[src/rv_pkg.sv]
package rv_pkg;

    localparam int xlen        = 32;
    localparam int imem_depth  = 16;
    localparam int dmem_depth  = 16;
    localparam int imem_aw     = $clog2(imem_depth);
    localparam int dmem_aw     = $clog2(dmem_depth);
    localparam int queue_depth = 4;
    localparam int qptr_w      = $clog2(queue_depth);   // queue pointer width

    // major opcodes, bits 6:0 of the instruction
    typedef enum logic [6:0] {
        op_r      = 7'b0110011,
        op_imm    = 7'b0010011,
        op_load   = 7'b0000011,
        op_store  = 7'b0100011,
        op_branch = 7'b1100011,
        op_lui    = 7'b0110111,
        op_auipc  = 7'b0010111,
        op_jal    = 7'b1101111
    } opcode_e;

    typedef enum logic [1:0] {
        aop_add    = 2'b00,   // address, auipc and jal sums
        aop_funct  = 2'b01,   // operation from funct3/funct7
        aop_branch = 2'b10,   // subtract for compare
        aop_pass   = 2'b11    // immediate straight through
    } alu_op_e;

    typedef struct packed {
        logic    mem_rd;
        logic    mem_wr;
        logic    reg_wr;
        logic    wb_link;       // write pc+4 to rd
        logic    alu_src_imm;   // operand b is the immediate
        alu_op_e alu_op;
        logic    branch;        // conditional branch only
        logic    jump;
    } ctrl_t;

endpackage
[src/inst_if.sv]
interface inst_if;
    import rv_pkg::*;

    logic            valid;
    logic            ready;
    logic [xlen-1:0] pc;
    logic [31:0]     instr;

    // transfer on a rising edge with valid and ready both high
    modport producer (
        output valid,
        output pc,
        output instr,
        input  ready
    );

    modport consumer (
        input  valid,
        input  pc,
        input  instr,
        output ready
    );

endinterface

[src/core_top.sv]
module core_top (
    input  logic                       clk,
    input  logic                       rst,
    input  logic                       run,
    input  logic                       imem_we,
    input  logic [rv_pkg::imem_aw-1:0] imem_addr,
    input  logic [31:0]                imem_wdata,
    output logic                       retire_valid,
    output logic [rv_pkg::xlen-1:0]    retire_pc,
    output logic [4:0]                 retire_rd,
    output logic [rv_pkg::xlen-1:0]    retire_data,
    output logic                       retire_we
);
    import rv_pkg::*;

    logic            redirect;
    logic [xlen-1:0] redirect_pc;

    inst_if fq ();   // fetch to queue
    inst_if qe ();   // queue to execute

    fetch_unit u_fetch (
        .clk         (clk),
        .rst         (rst),
        .run         (run),
        .imem_we     (imem_we),
        .imem_addr   (imem_addr),
        .imem_wdata  (imem_wdata),
        .redirect    (redirect),
        .redirect_pc (redirect_pc),
        .fq          (fq.producer)
    );

    inst_queue u_queue (
        .clk      (clk),
        .rst      (rst),
        .redirect (redirect),
        .fq       (fq.consumer),
        .qe       (qe.producer)
    );

    exec_unit u_exec (
        .clk          (clk),
        .rst          (rst),
        .qe           (qe.consumer),
        .redirect     (redirect),
        .redirect_pc  (redirect_pc),
        .retire_valid (retire_valid),
        .retire_pc    (retire_pc),
        .retire_rd    (retire_rd),
        .retire_data  (retire_data),
        .retire_we    (retire_we)
    );

endmodule

[src/exec_unit.sv]
module exec_unit (
    input  logic                    clk,
    input  logic                    rst,
    inst_if.consumer                qe,
    output logic                    redirect,
    output logic [rv_pkg::xlen-1:0] redirect_pc,
    output logic                    retire_valid,
    output logic [rv_pkg::xlen-1:0] retire_pc,
    output logic [4:0]              retire_rd,
    output logic [rv_pkg::xlen-1:0] retire_data,
    output logic                    retire_we
);
    import rv_pkg::*;

    opcode_e         opcode;
    ctrl_t           ctrl;
    logic [31:0]     ins;
    logic [4:0]      rd;
    logic [4:0]      rs1;
    logic [4:0]      rs2;
    logic [2:0]      funct3;
    logic [xlen-1:0] imm;
    logic [xlen-1:0] rs1_val;
    logic [xlen-1:0] rs2_val;
    logic [xlen-1:0] op_a;
    logic [xlen-1:0] op_b;
    logic [xlen-1:0] alu_res;
    logic [xlen-1:0] load_data;
    logic [xlen-1:0] wb_data;
    logic            fire;
    logic            zero;
    logic            wr_en;
    logic [xlen-1:0] regs [32];
    logic [xlen-1:0] dmem [dmem_depth];

    assign qe.ready = 1'b1;   // single-cycle execute
    assign fire     = qe.valid && qe.ready;
    assign ins      = qe.instr;
    assign opcode   = opcode_e'(ins[6:0]);
    assign rd       = ins[11:7];
    assign funct3   = ins[14:12];
    assign rs1      = ins[19:15];
    assign rs2      = ins[24:20];

    control u_control (
        .opcode (opcode),
        .ctrl   (ctrl)
    );

    always_comb begin
        case (opcode)
            op_store:         imm = {{20{ins[31]}}, ins[31:25], ins[11:7]};
            op_branch:        imm = {{19{ins[31]}}, ins[31], ins[7], ins[30:25], ins[11:8], 1'b0};
            op_lui, op_auipc: imm = {ins[31:12], 12'b0};
            op_jal:           imm = {{11{ins[31]}}, ins[31], ins[19:12], ins[20], ins[30:21], 1'b0};
            default:          imm = {{20{ins[31]}}, ins[31:20]};   // I-type
        endcase
    end

    assign rs1_val = (rs1 == 5'd0) ? '0 : regs[rs1];   // x0 reads zero
    assign rs2_val = (rs2 == 5'd0) ? '0 : regs[rs2];
    assign op_a    = (opcode == op_auipc) ? qe.pc : rs1_val;
    assign op_b    = ctrl.alu_src_imm ? imm : rs2_val;

    always_comb begin
        case (ctrl.alu_op)
            aop_branch: alu_res = op_a - op_b;
            aop_pass:   alu_res = op_b;
            aop_funct: begin
                case (funct3)
                    3'b000:  alu_res = (!ctrl.alu_src_imm && ins[30]) ? op_a - op_b : op_a + op_b;
                    3'b010:  alu_res = {{(xlen-1){1'b0}}, $signed(op_a) < $signed(op_b)};
                    3'b100:  alu_res = op_a ^ op_b;
                    3'b110:  alu_res = op_a | op_b;
                    3'b111:  alu_res = op_a & op_b;
                    default: alu_res = '0;   // shifts and sltu not built
                endcase
            end
            default:    alu_res = op_a + op_b;
        endcase
    end

    assign zero        = (alu_res == '0);
    // funct3[0] splits bne from beq
    assign redirect    = fire && (ctrl.jump || (ctrl.branch && (funct3[0] ? !zero : zero)));
    assign redirect_pc = qe.pc + imm;
    assign load_data   = dmem[alu_res[dmem_aw+1:2]];   // word index from address bits
    assign wb_data     = ctrl.wb_link ? qe.pc + xlen'(4) : (ctrl.mem_rd ? load_data : alu_res);
    assign wr_en       = fire && ctrl.reg_wr && (rd != 5'd0);

    always_ff @(posedge clk) begin
        if (rst) begin
            for (int i = 0; i < 32; i++) begin
                regs[i] <= '0;
            end
        end else if (wr_en) begin
            regs[rd] <= wb_data;
        end
    end

    always_ff @(posedge clk) begin
        if (fire && ctrl.mem_wr) begin
            dmem[alu_res[dmem_aw+1:2]] <= rs2_val;
        end
    end

    always_ff @(posedge clk) begin
        if (rst) begin
            retire_valid <= 1'b0;
            retire_we    <= 1'b0;
        end else begin
            retire_valid <= fire;
            retire_we    <= wr_en;
        end
    end

    always_ff @(posedge clk) begin
        if (fire) begin
            retire_pc   <= qe.pc;
            retire_rd   <= rd;
            retire_data <= ctrl.mem_wr ? rs2_val : wb_data;   // stores report the stored word
        end
    end

    a_redirect_aligned: assert property (
        @(posedge clk) disable iff (rst) redirect |-> redirect_pc[1:0] == 2'b00
    );

endmodule

[src/control.sv]
module control (
    input  rv_pkg::opcode_e opcode,
    output rv_pkg::ctrl_t   ctrl
);
    import rv_pkg::*;

    always_comb begin
        ctrl        = '0;   // unknown opcodes retire with no effect
        ctrl.alu_op = aop_add;
        case (opcode)
            op_r: begin
                ctrl.reg_wr = 1'b1;
                ctrl.alu_op = aop_funct;
            end
            op_imm: begin
                ctrl.reg_wr      = 1'b1;
                ctrl.alu_src_imm = 1'b1;
                ctrl.alu_op      = aop_funct;
            end
            op_load: begin
                ctrl.mem_rd      = 1'b1;
                ctrl.reg_wr      = 1'b1;
                ctrl.alu_src_imm = 1'b1;   // base + offset
            end
            op_store: begin
                ctrl.mem_wr      = 1'b1;   // no read, no write-back
                ctrl.alu_src_imm = 1'b1;
            end
            op_branch: begin
                ctrl.branch = 1'b1;        // compare rs1 with rs2
                ctrl.alu_op = aop_branch;
            end
            op_lui: begin
                ctrl.reg_wr      = 1'b1;
                ctrl.alu_src_imm = 1'b1;
                ctrl.alu_op      = aop_pass;
            end
            op_auipc: begin
                ctrl.reg_wr      = 1'b1;
                ctrl.alu_src_imm = 1'b1;   // pc + upper immediate
            end
            op_jal: begin
                ctrl.reg_wr      = 1'b1;
                ctrl.wb_link     = 1'b1;
                ctrl.alu_src_imm = 1'b1;
                ctrl.jump        = 1'b1;
            end
            default: begin
                ctrl.reg_wr = 1'b0;
            end
        endcase
    end

endmodule

[src/inst_queue.sv]
module inst_queue (
    input  logic     clk,
    input  logic     rst,
    input  logic     redirect,
    inst_if.consumer fq,
    inst_if.producer qe
);
    import rv_pkg::*;

    logic [xlen-1:0]   pc_mem    [queue_depth];
    logic [31:0]       instr_mem [queue_depth];
    logic [qptr_w-1:0] wr_ptr;
    logic [qptr_w-1:0] rd_ptr;
    logic [qptr_w:0]   count;
    logic              push;
    logic              pop;

    assign push     = fq.valid && fq.ready;
    assign pop      = qe.valid && qe.ready;
    assign fq.ready = (count != (qptr_w+1)'(queue_depth));   // low when full
    assign qe.valid = (count != '0);
    assign qe.pc    = pc_mem[rd_ptr];
    assign qe.instr = instr_mem[rd_ptr];

    always_ff @(posedge clk) begin
        if (push) begin
            pc_mem[wr_ptr]    <= fq.pc;
            instr_mem[wr_ptr] <= fq.instr;
        end
    end

    // pointers wrap naturally, depth is a power of two
    always_ff @(posedge clk) begin
        if (rst || redirect) begin   // redirect drops every entry and any push
            wr_ptr <= '0;
            rd_ptr <= '0;
            count  <= '0;
        end else begin
            if (push) begin
                wr_ptr <= wr_ptr + 1'b1;
            end
            if (pop) begin
                rd_ptr <= rd_ptr + 1'b1;
            end
            case ({push, pop})
                2'b10:   count <= count + 1'b1;
                2'b01:   count <= count - 1'b1;
                default: count <= count;
            endcase
        end
    end

    a_count_bound: assert property (
        @(posedge clk) disable iff (rst) count <= (qptr_w+1)'(queue_depth)
    );

endmodule

[src/fetch_unit.sv]
module fetch_unit (
    input  logic                       clk,
    input  logic                       rst,
    input  logic                       run,
    input  logic                       imem_we,
    input  logic [rv_pkg::imem_aw-1:0] imem_addr,
    input  logic [31:0]                imem_wdata,
    input  logic                       redirect,
    input  logic [rv_pkg::xlen-1:0]    redirect_pc,
    inst_if.producer                   fq
);
    import rv_pkg::*;

    logic [31:0]     imem [imem_depth];
    logic [xlen-1:0] pc;
    logic            valid_q;

    // program load port used only while stopped
    always_ff @(posedge clk) begin
        if (imem_we && !run) begin
            imem[imem_addr] <= imem_wdata;
        end
    end

    always_ff @(posedge clk) begin
        if (rst) begin
            pc      <= '0;
            valid_q <= 1'b0;
        end else if (redirect) begin
            pc      <= redirect_pc;   // offer drops for one cycle on a new target
            valid_q <= 1'b0;
        end else begin
            valid_q <= run;
            if (fq.valid && fq.ready) begin
                pc <= pc + xlen'(4);
            end
        end
    end

    assign fq.valid = valid_q;
    assign fq.pc    = pc;
    assign fq.instr = imem[pc[imem_aw+1:2]];   // wraps modulo imem_depth

    a_no_load_while_run: assert property (
        @(posedge clk) disable iff (rst) !(imem_we && run)
    );

endmodule

[config.mk]
export PLATFORM = sky130hd
export DESIGN_NAME = core_top
export DESIGN_NICKNAME = d
export VERILOG_FILES = /design/src/rv_pkg.sv /design/src/inst_if.sv /design/src/core_top.sv /design/src/exec_unit.sv /design/src/control.sv /design/src/inst_queue.sv /design/src/fetch_unit.sv
export SDC_FILE = /design/constraint.sdc
export NUM_CORES = 2
export LEC_CHECK = 0
export BUFFER_PORTS_ARGS = -buffer_cell sky130_fd_sc_hd__buf_4
export CAP_MARGIN = 15
export CORE_MARGIN = 3
export CORE_UTILIZATION = 30
export CTS_CLUSTER_SIZE = 40
export DETAILED_ROUTE_END_ITERATION = 10
export PLACE_DENSITY_LB_ADDON = 0.1
export SLEW_MARGIN = 20
export SYNTH_ARGS = -nofsm -noshare
export SYNTH_HDL_FRONTEND = slang
export SYNTH_SLANG_ARGS = --single-unit
[constraint.sdc]
create_clock -name clk -period 26 [get_ports clk]
set_clock_uncertainty 0.05 [all_clocks]
set_input_delay 2.6 -clock clk [delete_from_list [all_inputs] [get_ports clk]]
set_output_delay 2.6 -clock clk [all_outputs]
set_load 0.02 [all_outputs]
# Word-level counts from Yosys, hierarchy flattened
# Memories as Yosys holds them, arrays and structs flattened. A register that Yosys moved wholly into a read port is not among the register bits.
# Cells that the tools add are included.
dict set report classes {
  n_reduce_logical 27
  order_cmp 1
  add_sub_neg 9
  n_eq_ne 18
  n_bitwise 3
  n_mux 42
}
# operator count
set op_table {}
lappend op_table {{$mux 32} 11}
lappend op_table {{$pmux 32 s5} 1}
lappend op_table {{$pmux 31 s4} 1}
lappend op_table {{$pmux 32 s3} 1}
lappend op_table {{$add 32x3->32 const B} 2}
lappend op_table {{$add 32x32->32} 2}
lappend op_table {{$and 32x32->32} 1}
lappend op_table {{$logic_not 32->1} 1}
lappend op_table {{$lt 32x32->1} 1}
lappend op_table {{$or 32x32->32} 1}
lappend op_table {{$reduce_or 32->1} 1}
lappend op_table {{$sub 32x32->32} 1}
lappend op_table {{$xor 32x32->32} 1}
lappend op_table {{$eq 7x6->1 const B} 3}
lappend op_table {{$mux 1} 19}
lappend op_table {{$eq 7x5->1 const B} 2}
lappend op_table {{$eq 7x7->1 const B} 2}
lappend op_table {{$reduce_or 6->1} 2}
lappend op_table {{$logic_not 5->1} 2}
lappend op_table {{$eq 3x3->1 const B} 3}
lappend op_table {{$logic_and 1x1->1} 8}
lappend op_table {{$mux 2} 4}
lappend op_table {{$mux 4} 2}
lappend op_table {{$eq 7x2->1 const B} 1}
lappend op_table {{other kinds (17)} 27}
dict set report totals {
  reg_bits 111
  ram_bits 2304
  n_memories 5
  out_inout_bits 71
  inputBits 40
}
# memory words word_bits rd rd_ports_with_merged_regs wr line
set mem_list {}
lappend mem_list {u_exec.regs 32 32 2 0 32 exec_unit.sv:33} ;# logic [xlen-1:0] regs [32];
lappend mem_list {u_exec.dmem 16 32 1 0 1 exec_unit.sv:34} ;# logic [xlen-1:0] dmem [dmem_depth];
lappend mem_list {u_fetch.imem 16 32 1 1 1 fetch_unit.sv:14} ;# logic [31:0] imem [imem_depth];
lappend mem_list {u_queue.instr_mem 4 32 1 1 1 inst_queue.sv:11} ;# logic [31:0] instr_mem [queue_depth];
lappend mem_list {u_queue.pc_mem 4 32 1 1 1 inst_queue.sv:10} ;# logic [xlen-1:0] pc_mem [queue_depth];

# Depth between registers and ports, before layout
dict set report depth {
  depth_word 17
  depth_mapped 38
}

# Cells and area by module
# Synthesis repeated with hierarchy kept, for this count alone.
dict set report unflattened {
  hier_cells 8129
  hier_area_um2 116994.7
}
# mod instances seq_area_each_um2 cells_per_inst area_per_inst_um2
set modules_own_cells {}
lappend modules_own_cells {exec_unit 1 48236.3 6757 85667.2}
lappend modules_own_cells {fetch_unit 1 16115.5 957 21348.0}
lappend modules_own_cells {inst_queue 1 7867.5 387 9793.1}
lappend modules_own_cells {control 1 0.0 28 186.4}

# Least setup slack after synthesis
# OpenSTA, ideal clock, no wires.
dict set report synth_path {
  path_kind {register -> register}
  start {register (tool-made name)}
  end {memory u_exec.dmem[13][0], enable pin}
  path_stages_with_launch 30
  path_buffers 13
  arrival_time_ns 10.037
  slack_ns 15.411
  path_cell_list {dfxtp_1 > buf_4 > buf_6 > buf_2 > buf_2 > buf_2 > buf_2 > buf_2 > o21a_1 > buf_2 > buf_1 > clkbuf_1 > mux4_2 > nand2_1 > nand3_1 > a32oi_1 > a21o_1 > inv_1 > ha_1 > fa_1 > or2_2 > and2_1 > o221ai_1 > a2111oi_1 > nor4_2 > clkbuf_1 > buf_2 > buf_2 > nand2_1 > nor4_1}
}
# element line
set synth_rtl {}
lappend synth_rtl {{to (decl)} exec_unit.sv:34}

==> impl_metrics.tcl <==
set metrics [dict create \
    status "finished, final reports clean" \
    wire_per_inst_um 33.20 \
    rsz0062_at_grt "no" \
    cts_max_path_buffers 4 \
    htree_levels 5 \
    first_global_vias 76480 \
    dieArea_mm2 0.3933 \
    hp-start "u_queue.rd_ptr[1]" \
    vias 75890 \
    drt_iter0_markers 8090 \
    start_util 0.3021 \
    syn2layout_area_growth_pct 14.71 \
    clock_sinks 2421 \
    postRouteAntennaNets 0 \
    endpoint_kind "flip-flop" \
    wirelength_um 452000 \
    top_level_ports 111 \
    clk_latency_ns 0.92 \
    mostFrequentLayoutCell "edfxtp_1" \
    viasPerCell 5.574 \
    ys_types 101 \
    relSlewSlack 0.1218 \
    tritoncts "yes" \
    synth_cells 8276 \
    drc 0 \
    dr.pass1.iters 6 \
    globalRouteMet3Util 0.02832 \
    maxSlewViolCount 0 \
    grt_use_met2 0.3704 \
    io_buffers 110 \
    grt_max_degree 140 \
    dieHeight_um 627.1 \
    ys_dominant_reg_cell "edfxtp_1" \
    critical_path.max_stage_delay_ns 0.87 \
    multi_input_area_mm2 0.04147 \
    cp_max_fo 54 \
    setup_slack_ns 13.66 \
    cts-root-buf "clkbuf_16" \
    avgSynthCellArea_um2 13.98 \
    ys_warn_count 0 \
    dpl_cell_area_mm2 0.1236 \
    grt_remaining_overflow 0 \
    dp_worst_setup_slack_ns 13.76 \
    yosysTopAreaCellShare 0.6157 \
    antenna_found_initial 23 \
    worstSetupPathType "flip-flop to flip-flop" \
    grt_pass1_wl_um 626700 \
    path_clk_slew_ns 0.06 \
    cts_hold_buf 0 \
    fin_setup_tns_ns 0 \
    synth_area_mm2 0.1157 \
    required_ns 26.73 \
    final_cells 13620 \
    cts_setup_buffers 0 \
    die_w_um 627.1 \
    start_kind "flip-flop" \
    rows 227 \
    nets 8514 \
    cp_common_cell "buf_4" \
    place_congestion 0.9431 \
    async_reset_ff_frac 0 \
    cts_resized 0 \
    mostFrequentLayoutCells "edfxtp_1 (2373), nor2_1 (1229), nand2_1 (1063), mux4_2 (751), buf_4 (378)" \
    synth-seq-cells 2421 \
    synth_edf_count 2373 \
    final_hold_viol_count 0 \
    dpl.cell_count 13080 \
    hp-class "flip-flop to flip-flop" \
    seq_area_mm2 0.07224 \
    worst_ep_arrival_time_ns 13.07 \
    dp_hpwl_um 272700 \
    fin_crit_ns 12.34 \
    core_area_mm2 0.3831 \
    ys_seq_area_frac 0.6240 \
    numCtsBuffers 292 \
    tightest_slew_ns 1.309 \
    busiest_layer "met2" \
    synth_top_area_cell "edfxtp_1" \
    fillers 36860 \
    drive_gt1_frac 0.2064 \
    setup_viol 0 \
    max_cap_violations 0 \
    cp_slowest_cell "buf_4" \
    final_area_mm2 0.1328 \
    track_usage 0.2260 \
    finalCritPeriodShare 0.4746 \
    yosys-top-cells-area "edfxtp_1 (62%), mux4_2 (15%), nor2_1 (4.1%)" \
    use_met1 0.3129 \
    fmax_mhz 81.04 \
]
critical path, delay by kind of cell, from the launching register on:
| kind | cells | cell delay [ns] |
|---|---|---|
| AO/OA/AOI/OAI | 14 | 4.80 |
| buffers and inverters | 4 | 3.07 |
| flip-flops | 1 | 0.78 |
| multiplexers | 2 | 0.75 |
| AND/OR/NAND/NOR | 9 | 2.12 |
| adder cells (fa/ha/maj) | 1 | 0.36 |
per-layer routing:
metal  vias up  wire length (um)
met5         -                58
met4         8             14880
met3       622             27090
met2      2913            215000
met1     40640            195000
li1      31710                 -
through the flow:
| step | hold slack, ns | utilization |
|---|---|---|
| after global placement | 0.4138 | 0.3223 |
| after floorplan | 0.4049 | - |
| after detailed placement | 0.4147 | 0.3227 |
| after CTS | 0.4292 | 0.3464 |
| final | 0.4296 | 0.3465 |
| after global routing | 0.4454 | 0.3464 |
kinds of logic (layout without fill, tap and decap cells):
logic type,Yosys count,in the layout,synth area share
and+or+nand+nor,2920,2920,0.1061
buffers and inverters,809,1064,0.02890
adders and majority gates,138,138,0.01518
DFF,2421,2421,0.6240
xor gates and xnor gates,119,119,0.009006
other,1,47,0.00003240
AOI/OAI and AO/OA,993,993,0.05938
muxes,875,875,0.1574
registers in the layout, summed over array words and instances (netlist names), named ones only:
register	flops
u_exec.retire_pc	32
u_exec.regs	1024
u_exec.retire_we	1
u_queue.instr_mem	128
u_fetch.fq.pc	32
u_exec.retire_rd	5
u_exec.retire_valid	1
u_queue.pc_mem	128
u_queue.wr_ptr	2
u_exec.dmem	512
u_fetch.fq.valid	1
u_fetch.imem	512
u_queue.rd_ptr	2
u_queue.count	3
u_exec.retire_data	32
area by class of cell:
| class | instances | area share |
|---|---|---|
| diodes | 15 | 0.0002827 |
| clock buffers | 377 | 0.05856 |
| clock inverters | 143 | 0.009906 |
| inverters | 158 | 0.004486 |
| multi-input cells | 5077 | 0.3124 |
| flip-flops and latches | 2421 | 0.5442 |
| well taps | 5038 | 0.04748 |
| repair buffers | 386 | 0.02274 |
synth_stat cells, types with 86 or more instances:
| cell type | n |
|---|---|
| edfxtp_1 | 2373 |
| nor2_1 | 1251 |
| nand2_1 | 1096 |
| mux4_2 | 755 |
| clkbuf_1 | 331 |
| buf_2 | 207 |
| a21oi_1 | 198 |
| and3_1 | 173 |
| inv_1 | 157 |
| ha_1 | 134 |
| o21ai_0 | 129 |
| nand3_1 | 119 |
| mux2i_1 | 111 |
| a31oi_1 | 107 |
| buf_1 | 104 |
| xnor2_1 | 86 |
path summary, 6_finish.rpt:
check	to	slack, ns	cells after the start
min reg2reg	flip-flop	0.43	2
min	flip-flop	0.43	2
max	flip-flop	13.66	30
max reg2reg	flip-flop	13.66	30
Power is left out: the tool's default activity adds up to more than one toggle a clock period on the data nets, which glitch-free logic cannot reach.
